File: config.mk
export PLATFORM = sky130hd
export DESIGN_NAME = update_unit
export DESIGN_NICKNAME = d
export VERILOG_FILES = /design/src/verilog/bp_pkg.sv /design/src/verilog/grad_scale.sv /design/src/verilog/update_unit.sv /design/src/verilog/vector_add.sv
export SDC_FILE = /design/constraint.sdc
export NUM_CORES = 1
export LEC_CHECK = 0
export BUFFER_PORTS_ARGS = -buffer_cell sky130_fd_sc_hd__clkbuf_2
export CAP_MARGIN = 20
export CORE_ASPECT_RATIO = 1.75
export CORE_MARGIN = 5
export CORE_UTILIZATION = 50
export CTS_CLUSTER_SIZE = 28
export DETAILED_ROUTE_END_ITERATION = 10
export PLACE_DENSITY_LB_ADDON = 0.08
export SLEW_MARGIN = 25
export SYNTH_ARGS = -nofsm -noshare
export SYNTH_HDL_FRONTEND = slang
export SYNTH_SLANG_ARGS = --single-unit
File: constraint.sdc
create_clock -name clk -period 6.75 [get_ports clk]
set_clock_uncertainty 0.2 [all_clocks]
set_input_delay 0.3375 -clock clk [delete_from_list [all_inputs] [get_ports clk]]
set_output_delay 0.3375 -clock clk [all_outputs]
set_load 0.01 [all_outputs]
File: src/verilog/bp_pkg.sv
`default_nettype none

//////////////////////////////////////////////////////////////////////
// Vector geometry
//////////////////////////////////////////////////////////////////////

package bp_pkg;

    // Cells per vector
    localparam int VECTOR_LEN = 5;

    // Signed cell width in bits
    localparam int CELL_WIDTH = 8;

    // Cells handled per clock in the adder
    localparam int TILING = 2;

    // Tile cycles per vector, rounded up
    localparam int TILE_COUNT = (VECTOR_LEN + TILING - 1) / TILING;

    // Learning-rate shift amount width
    localparam int SHIFT_WIDTH = 3;

    // One guard bit for the add/subtract
    localparam int SUM_WIDTH = CELL_WIDTH + 1;

    // Tile counter and cell index widths
    localparam int TILE_CNT_WIDTH = $clog2(TILE_COUNT);
    localparam int CELL_IDX_WIDTH = $clog2(TILE_COUNT * TILING);

    //////////////////////////////////////////////////////////////////////
    // Cell and vector types
    //////////////////////////////////////////////////////////////////////

    // One signed cell
    typedef logic signed [CELL_WIDTH-1:0] cell_t;

    // Widened sum, before saturation
    typedef logic signed [SUM_WIDTH-1:0] sum_t;

    // Cell 0 sits in the low bits
    typedef cell_t [VECTOR_LEN-1:0] vec_t;

    typedef logic [TILE_CNT_WIDTH-1:0] tile_cnt_t;
    typedef logic [CELL_IDX_WIDTH-1:0] cell_idx_t;

    // Saturation bounds, +127 and -128 for 8 bits
    localparam cell_t CELL_MAX = cell_t'(2 ** (CELL_WIDTH - 1) - 1);
    localparam cell_t CELL_MIN = cell_t'(-(2 ** (CELL_WIDTH - 1)));

    //////////////////////////////////////////////////////////////////////
    // Opcodes and bundles
    //////////////////////////////////////////////////////////////////////

    // Weight update direction
    typedef enum logic {
        OP_ADD = 1'b0,
        OP_SUB = 1'b1
    } add_op_e;

    // Operation request, weights and gradients
    typedef struct packed {
        add_op_e op;
        vec_t    w;
        vec_t    g;
    } operands_t;

    // Updated weights plus overflow flag
    typedef struct packed {
        vec_t data;
        logic error;
    } result_t;

endpackage

`default_nettype wire

File: src/verilog/grad_scale.sv
`timescale 1ns/1ps
`default_nettype none

//////////////////////////////////////////////////////////////////////
// Gradient scaling stage
//////////////////////////////////////////////////////////////////////

// Takes one operation when idle and shifts every gradient cell
// right by the learning-rate shift before handing it to the adder

module grad_scale (
    input  logic                            clk,
    input  logic                            rst_n,
    input  logic                            start,
    input  logic                            busy,
    input  logic [bp_pkg::SHIFT_WIDTH-1:0]  shift,
    input  bp_pkg::operands_t               ops,
    output logic                            scaled_start,
    output bp_pkg::operands_t               scaled_ops
);

    // Start taken only while the adder is idle
    logic accept;

    // Gradient vector after the shift
    bp_pkg::vec_t g_shifted;

    assign accept = start && !busy;

    //////////////////////////////////////////////////////////////////////
    // Learning-rate shift
    //////////////////////////////////////////////////////////////////////

    // Arithmetic shift keeps the sign
    // Negative cells round toward minus infinity, -10 >>> 2 is -3
    always_comb begin
        for (int i = 0; i < bp_pkg::VECTOR_LEN; i++) begin
            g_shifted[i] = $signed(ops.g[i]) >>> shift;
        end
    end

    //////////////////////////////////////////////////////////////////////
    // Strobe
    //////////////////////////////////////////////////////////////////////

    // One-cycle pulse after every accepted start
    always_ff @(posedge clk or negedge rst_n) begin
        if (!rst_n) begin
            scaled_start <= 1'b0;
        end else begin
            scaled_start <= accept;
        end
    end

    //////////////////////////////////////////////////////////////////////
    // Operand register
    //////////////////////////////////////////////////////////////////////

    // Held until the next accepted start
    // Adder reads it on every tile cycle
    always_ff @(posedge clk) begin
        if (accept) begin
            // Opcode and weights pass unchanged
            scaled_ops.op <= ops.op;
            scaled_ops.w  <= ops.w;
            // Gradients already scaled
            scaled_ops.g  <= g_shifted;
        end
    end

endmodule

`default_nettype wire

File: src/verilog/update_unit.sv
`timescale 1ns/1ps
`default_nettype none

//////////////////////////////////////////////////////////////////////
// Weight update unit
//////////////////////////////////////////////////////////////////////

// w +/- (g >>> shift) per cell, saturated
// start to valid is 4 clocks, one for scaling and three tiles

module update_unit (
    input  logic                            clk,
    input  logic                            rst_n,
    input  logic                            start,
    input  logic [bp_pkg::SHIFT_WIDTH-1:0]  shift,
    input  bp_pkg::operands_t               ops,
    output bp_pkg::result_t                 res,
    output logic                            valid,
    output logic                            busy
);

    // Scaled operation toward the adder
    logic              scaled_start;
    bp_pkg::operands_t scaled_ops;

    //////////////////////////////////////////////////////////////////////
    // Scaling stage
    //////////////////////////////////////////////////////////////////////

    // Adder busy blocks new starts here
    grad_scale grad_scale_i (
        .clk          (clk),
        .rst_n        (rst_n),
        .start        (start),
        .busy         (busy),
        .shift        (shift),
        .ops          (ops),
        .scaled_start (scaled_start),
        .scaled_ops   (scaled_ops)
    );

    //////////////////////////////////////////////////////////////////////
    // Add/subtract stage
    //////////////////////////////////////////////////////////////////////

    // Busy covers the scaled_start cycle too
    vector_add vector_add_i (
        .clk   (clk),
        .rst_n (rst_n),
        .start (scaled_start),
        .ops   (scaled_ops),
        .busy  (busy),
        .valid (valid),
        .res   (res)
    );

endmodule

`default_nettype wire

File: src/verilog/vector_add.sv
`timescale 1ns/1ps
`default_nettype none

//////////////////////////////////////////////////////////////////////
// Tiled saturating vector add/subtract
//////////////////////////////////////////////////////////////////////

// TILING cells per clock, TILE_COUNT clocks per vector
// Result register only changes on the last tile

module vector_add (
    input  logic                clk,
    input  logic                rst_n,
    input  logic                start,
    input  bp_pkg::operands_t   ops,
    output logic                busy,
    output logic                valid,
    output bp_pkg::result_t     res
);

    typedef enum logic [1:0] {
        ST_IDLE,
        ST_RUN,
        ST_DONE
    } state_e;

    state_e state;

    // Next tile to process while running
    bp_pkg::tile_cnt_t tile_cnt;
    // Tile handled this cycle
    bp_pkg::tile_cnt_t tile_idx;

    // A tile is processed this cycle
    logic step;
    logic last_tile;

    // Overflow seen on earlier tiles of this operation
    logic sticky_ovf;
    logic sticky_next;

    // Partial result and its merge with the current tile
    bp_pkg::vec_t work_data;
    bp_pkg::vec_t tile_data;

    bp_pkg::result_t res_q;

    // Per-lane results
    bp_pkg::cell_t     lane_cell [bp_pkg::TILING];
    bp_pkg::cell_idx_t lane_idx  [bp_pkg::TILING];
    logic [bp_pkg::TILING-1:0] lane_hit;
    logic [bp_pkg::TILING-1:0] lane_ovf;

    //////////////////////////////////////////////////////////////////////
    // Tile select
    //////////////////////////////////////////////////////////////////////

    // Tile 0 is handled in the start cycle itself
    assign tile_idx  = (state == ST_RUN) ? tile_cnt : '0;
    assign step      = (state == ST_RUN) || ((state == ST_IDLE) && start);
    assign last_tile = tile_idx == bp_pkg::tile_cnt_t'(bp_pkg::TILE_COUNT - 1);

    // Busy from the start pulse until the last tile
    assign busy  = step;
    assign valid = state == ST_DONE;
    assign res   = res_q;

    //////////////////////////////////////////////////////////////////////
    // Lanes
    //////////////////////////////////////////////////////////////////////

    for (genvar lane = 0; lane < bp_pkg::TILING; lane++) begin : g_lane
        bp_pkg::cell_t w_cell;
        bp_pkg::cell_t g_cell;
        bp_pkg::sum_t  wide;
        logic          ovf;

        assign lane_idx[lane] = bp_pkg::cell_idx_t'(tile_idx * bp_pkg::TILING + lane);
        // Last tile is partial, upper lane falls off the vector
        assign lane_hit[lane] = lane_idx[lane] < bp_pkg::VECTOR_LEN;

        assign w_cell = lane_hit[lane] ? ops.w[lane_idx[lane]] : '0;
        assign g_cell = lane_hit[lane] ? ops.g[lane_idx[lane]] : '0;

        // Sign-extended into the guard bit
        assign wide = (ops.op == bp_pkg::OP_SUB) ? w_cell - g_cell : w_cell + g_cell;

        // Guard and top bit disagree on overflow
        assign ovf = wide[bp_pkg::CELL_WIDTH] ^ wide[bp_pkg::CELL_WIDTH-1];

        // Clamp toward the sign of the wide sum
        assign lane_cell[lane] = !ovf ? wide[bp_pkg::CELL_WIDTH-1:0] :
                                 wide[bp_pkg::CELL_WIDTH] ? bp_pkg::CELL_MIN :
                                 bp_pkg::CELL_MAX;

        assign lane_ovf[lane] = lane_hit[lane] && ovf;
    end

    // Drop the live lanes into the partial result
    always_comb begin
        tile_data = work_data;
        for (int lane = 0; lane < bp_pkg::TILING; lane++) begin
            if (lane_hit[lane]) begin
                tile_data[lane_idx[lane]] = lane_cell[lane];
            end
        end
    end

    // Cleared at start
    assign sticky_next = ((state == ST_RUN) ? sticky_ovf : 1'b0) | (|lane_ovf);

    //////////////////////////////////////////////////////////////////////
    // Registers
    //////////////////////////////////////////////////////////////////////

    always_ff @(posedge clk) begin
        if (step) begin
            work_data <= tile_data;
        end
    end

    always_ff @(posedge clk or negedge rst_n) begin
        if (!rst_n) begin
            state      <= ST_IDLE;
            tile_cnt   <= '0;
            sticky_ovf <= 1'b0;
            res_q      <= '0;
        end else begin
            case (state)
                ST_IDLE: begin
                    if (start) begin
                        sticky_ovf <= sticky_next;
                        tile_cnt   <= bp_pkg::tile_cnt_t'(1);
                        state      <= last_tile ? ST_DONE : ST_RUN;
                    end
                end
                ST_RUN: begin
                    sticky_ovf <= sticky_next;
                    tile_cnt   <= tile_cnt + 1'b1;
                    if (last_tile) begin
                        state <= ST_DONE;
                    end
                end
                // Single valid cycle
                ST_DONE: state <= ST_IDLE;
                default: state <= ST_IDLE;
            endcase

            // Whole vector lands at once, stable until next valid
            if (step && last_tile) begin
                res_q.data  <= tile_data;
                res_q.error <= sticky_next;
            end
        end
    end

endmodule

`default_nettype wire
==> flow_summary.json <==
{
  "antenna_found_initial": 0,
  "finalMaxSlewViolations": 0,
  "cts_tree": "built",
  "gr-usage-all-layers": 0.2043,
  "clk_path_buf_depth": 2,
  "yosysTopAreaCellShare": 0.3974,
  "rows": 63,
  "place.detailed.hpwl_um": 14300,
  "drt_iter0_drc": 268,
  "grt_pass1_wl_um": 31830,
  "die_w_um": 108.8,
  "async_reset_ff_frac": 0.2938,
  "wl_met3_um": 600,
  "finalCritPeriodShare": 0.8235,
  "hold_ws_ns": 0.09483,
  "cp_num_buf_inv": 0,
  "setup_tns_ns": 0,
  "hold_class": "in -> reg",
  "rsz0062_at_grt": "false",
  "period_needed_ns": 5.559,
  "instances_no_fill": 1155,
  "synth_edf_count": 113,
  "topRoutingLayerUsed": "met4",
  "core_um2": 16870,
  "criticalPathCategory": "reg -> reg",
  "vias": 6302,
  "insertion_delay_ns": 0.42,
  "synth_nets": 870,
  "gp_congestion": 0.8869,
  "h-tree-depth": 4,
  "port_buffers": 129,
  "synth-xor-area-share": 0.03121,
  "drc": 0,
  "cts_root_buffer": "clkbuf_16",
  "synth_top_family_by_area": "compound AO/OA/AOI/OAI gates",
  "ys_seq_elements": 160,
  "cp_slowest_cell": "nor2b_1",
  "start_util": 0.5062,
  "wl_met1_um": 7682,
  "worstMarginPinSlew_ns": 0.9097,
  "met2_wirelength_um": 10610,
  "num_antenna_cells": 0,
  "die_h_um": 182.9,
  "path_max_fanout": 22,
  "crit_chain": "nor2b_1 > o21ai_2 > a22oi_1 > ha_1 > a21oi_1 > ha_1 > nor2b_1 > o21ai_0 > a21boi_0 > o21a_1 > o21a_1 > o21ai_0 > nand2b_1 > xnor2_1 > ha_1 > nand3b_1 > mux2_4 > a21boi_1 > a21oi_1",
  "endpoint_kind": "register",
  "status": "finished, final reports clean",
  "yosys.area.top_type": "edfxtp_1",
  "seq_area_frac_synth": 0.5351,
  "syn_area_per_cell_um2": 11.24,
  "yosysUniqueCellTypes": 65,
  "synthMuxAreaShare": 0.1023,
  "crit_family": "compound AO/OA/AOI/OAI gates",
  "clkSlewWorstSetupHoldPaths_ns": 0.06,
  "critPathArrivalTime_ns": 5.63,
  "ys_warn_count": 0,
  "synth_simple_gate_area_frac": 0.1165,
  "syn_area_um2": 8539,
  "worstPathRequired_ns": 6.82,
  "die_area_um2": 19900,
  "cts_inserted_buffers": 17,
  "layout.nets": 1026,
  "dp_cells": 1076,
  "synth_fa_ha_area_frac": 0.04205,
  "grt_pass1_vias": 6568,
  "cts_setup_buffers": 0,
  "cts.sinks": 160,
  "maxSlewHeadroom": 0.3935,
  "clock.fmax_mhz": 179.9,
  "max_stage_delay_ns": 0.51,
  "start_kind": "register",
  "ant_nets": 0,
  "dr.pass1.iters": 6,
  "grt_max_degree": 83,
  "gr-total-overflow": 0,
  "ctsResizeCount": 0,
  "synth_compound_area_frac": 0.1407,
  "cpMostUsedCell": "ha_1",
  "synth_flop_cell": "edfxtp_1",
  "fin_util": 0.6165,
  "setup_viol": 0,
  "synth_area_leaders": "edfxtp_1, dfrtp_1, nand2_1",
  "routed_via_density": 5.456,
  "layout-drive-gt1-share": 0.2457,
  "wire_per_inst_um": 16.91,
  "hold_viol_final": 0,
  "netlist_instances": 760,
  "max_cap_viol_count": 0,
  "synth_commonest_cells": "nand2_1, edfxtp_1, nor2_1, o21ai_0, dfrtp_1",
  "finalWirelength_um": 19530,
  "area_growth_syn_to_layout_pct": 21.77,
  "yosysMostFrequentCell": "nand2_1",
  "pin_count": 130
}
-- flip-flops by register name, indices dropped and copies added, names as in the netlist --
name	count
grad_scale_i.scaled_ops	81
grad_scale_i.scaled_start	1
vector_add_i.res	41
vector_add_i.state	2
vector_add_i.sticky_ovf	1
vector_add_i.tile_cnt	2
vector_add_i.work_data	32
-- metal layers --
| layer | track usage | up-vias |
|---|---|---|
| met5 | 0 | - |
| met4 | 0.09252 | 0 |
| met3 | 0.03064 | 37 |
| met2 | 0.3780 | 158 |
| met1 | 0.2260 | 3010 |
| li1 | - | 3097 |
-- worst paths after layout --
check | slack [ns] | from | depth (start not counted) | endpoint
max in group asynchronous | 5.58 | rst_n | 3 | vector_add_i.res[30]
max reg2reg | 1.19 | vector_add_i.state[1] | 19 | vector_add_i.work_data[14]
min | 0.09 | ops[38] | 2 | grad_scale_i.scaled_ops[38]
max | 1.19 | vector_add_i.state[1] | 19 | vector_add_i.work_data[14]
min in group asynchronous | 0.36 | rst_n | 3 | vector_add_i.res[38]
min reg2reg | 0.27 | vector_add_i.res[22] | 2 | vector_add_i.res[22]
-- layout by cell type, fill, tap and decap left out, types with 4 or more instances in the layout --
| master | n |
|---|---|
| xor2_1 | 9 |
| a31oi_1 | 11 |
| inv_1 | 18 |
| a211oi_1 | 4 |
| clkbuf_16 | 18 |
| nor3_1 | 8 |
| edfxtp_1 | 113 |
| ha_1 | 21 |
| nor2_1 | 60 |
| mux2_2 | 22 |
| buf_4 | 8 |
| and2_1 | 4 |
| o31ai_1 | 7 |
| nand2_1 | 128 |
| nor2b_1 | 8 |
| o21ai_0 | 60 |
| maj3_2 | 5 |
| clkinv_2 | 4 |
| mux4_2 | 20 |
| a21oi_1 | 24 |
| mux2i_1 | 16 |
| a22oi_1 | 18 |
| a21o_1 | 7 |
| dlygate4sd3_1 | 47 |
| nand2b_1 | 6 |
| clkbuf_2 | 128 |
| a22o_1 | 11 |
| dfrtp_1 | 47 |
| o21a_1 | 5 |
| o21ai_1 | 17 |
| xnor2_1 | 16 |
-- through the flow --
step	area (um2)	worst slack (ns)
floorplan	8539	1.876
global placement	9343	1.450
detailed placement	9343	1.237
CTS	10380	1.180
global route	10400	0.7926
finish	10400	1.191
-- final cells by class --
class | count | area [um2]
multi-input combinational | 533 | 3712
timing repair buffer | 185 | 1196
sequential | 160 | 4569
clock buffer | 22 | 485.5
tap | 227 | 284.0
fill | 1452 | 6470
inverter | 19 | 71.32
clock inverter | 9 | 80.08
-- what timing repair did --
item	4_1_cts	5_1_grt
endpoints found under the setup margin	0	0
endpoints found under the hold margin	93	0
hold buffers	47	0
-- logic make-up after synthesis --
kind of cell,after synthesis
simple gates,232
compound gates,187
flops,160
buf+inv,67
mux,59
fa+ha+maj,28
xor+xnor,27
Power is not shown: default switching activity piles up to over one toggle a cycle in this logic, so the estimate is an artifact.
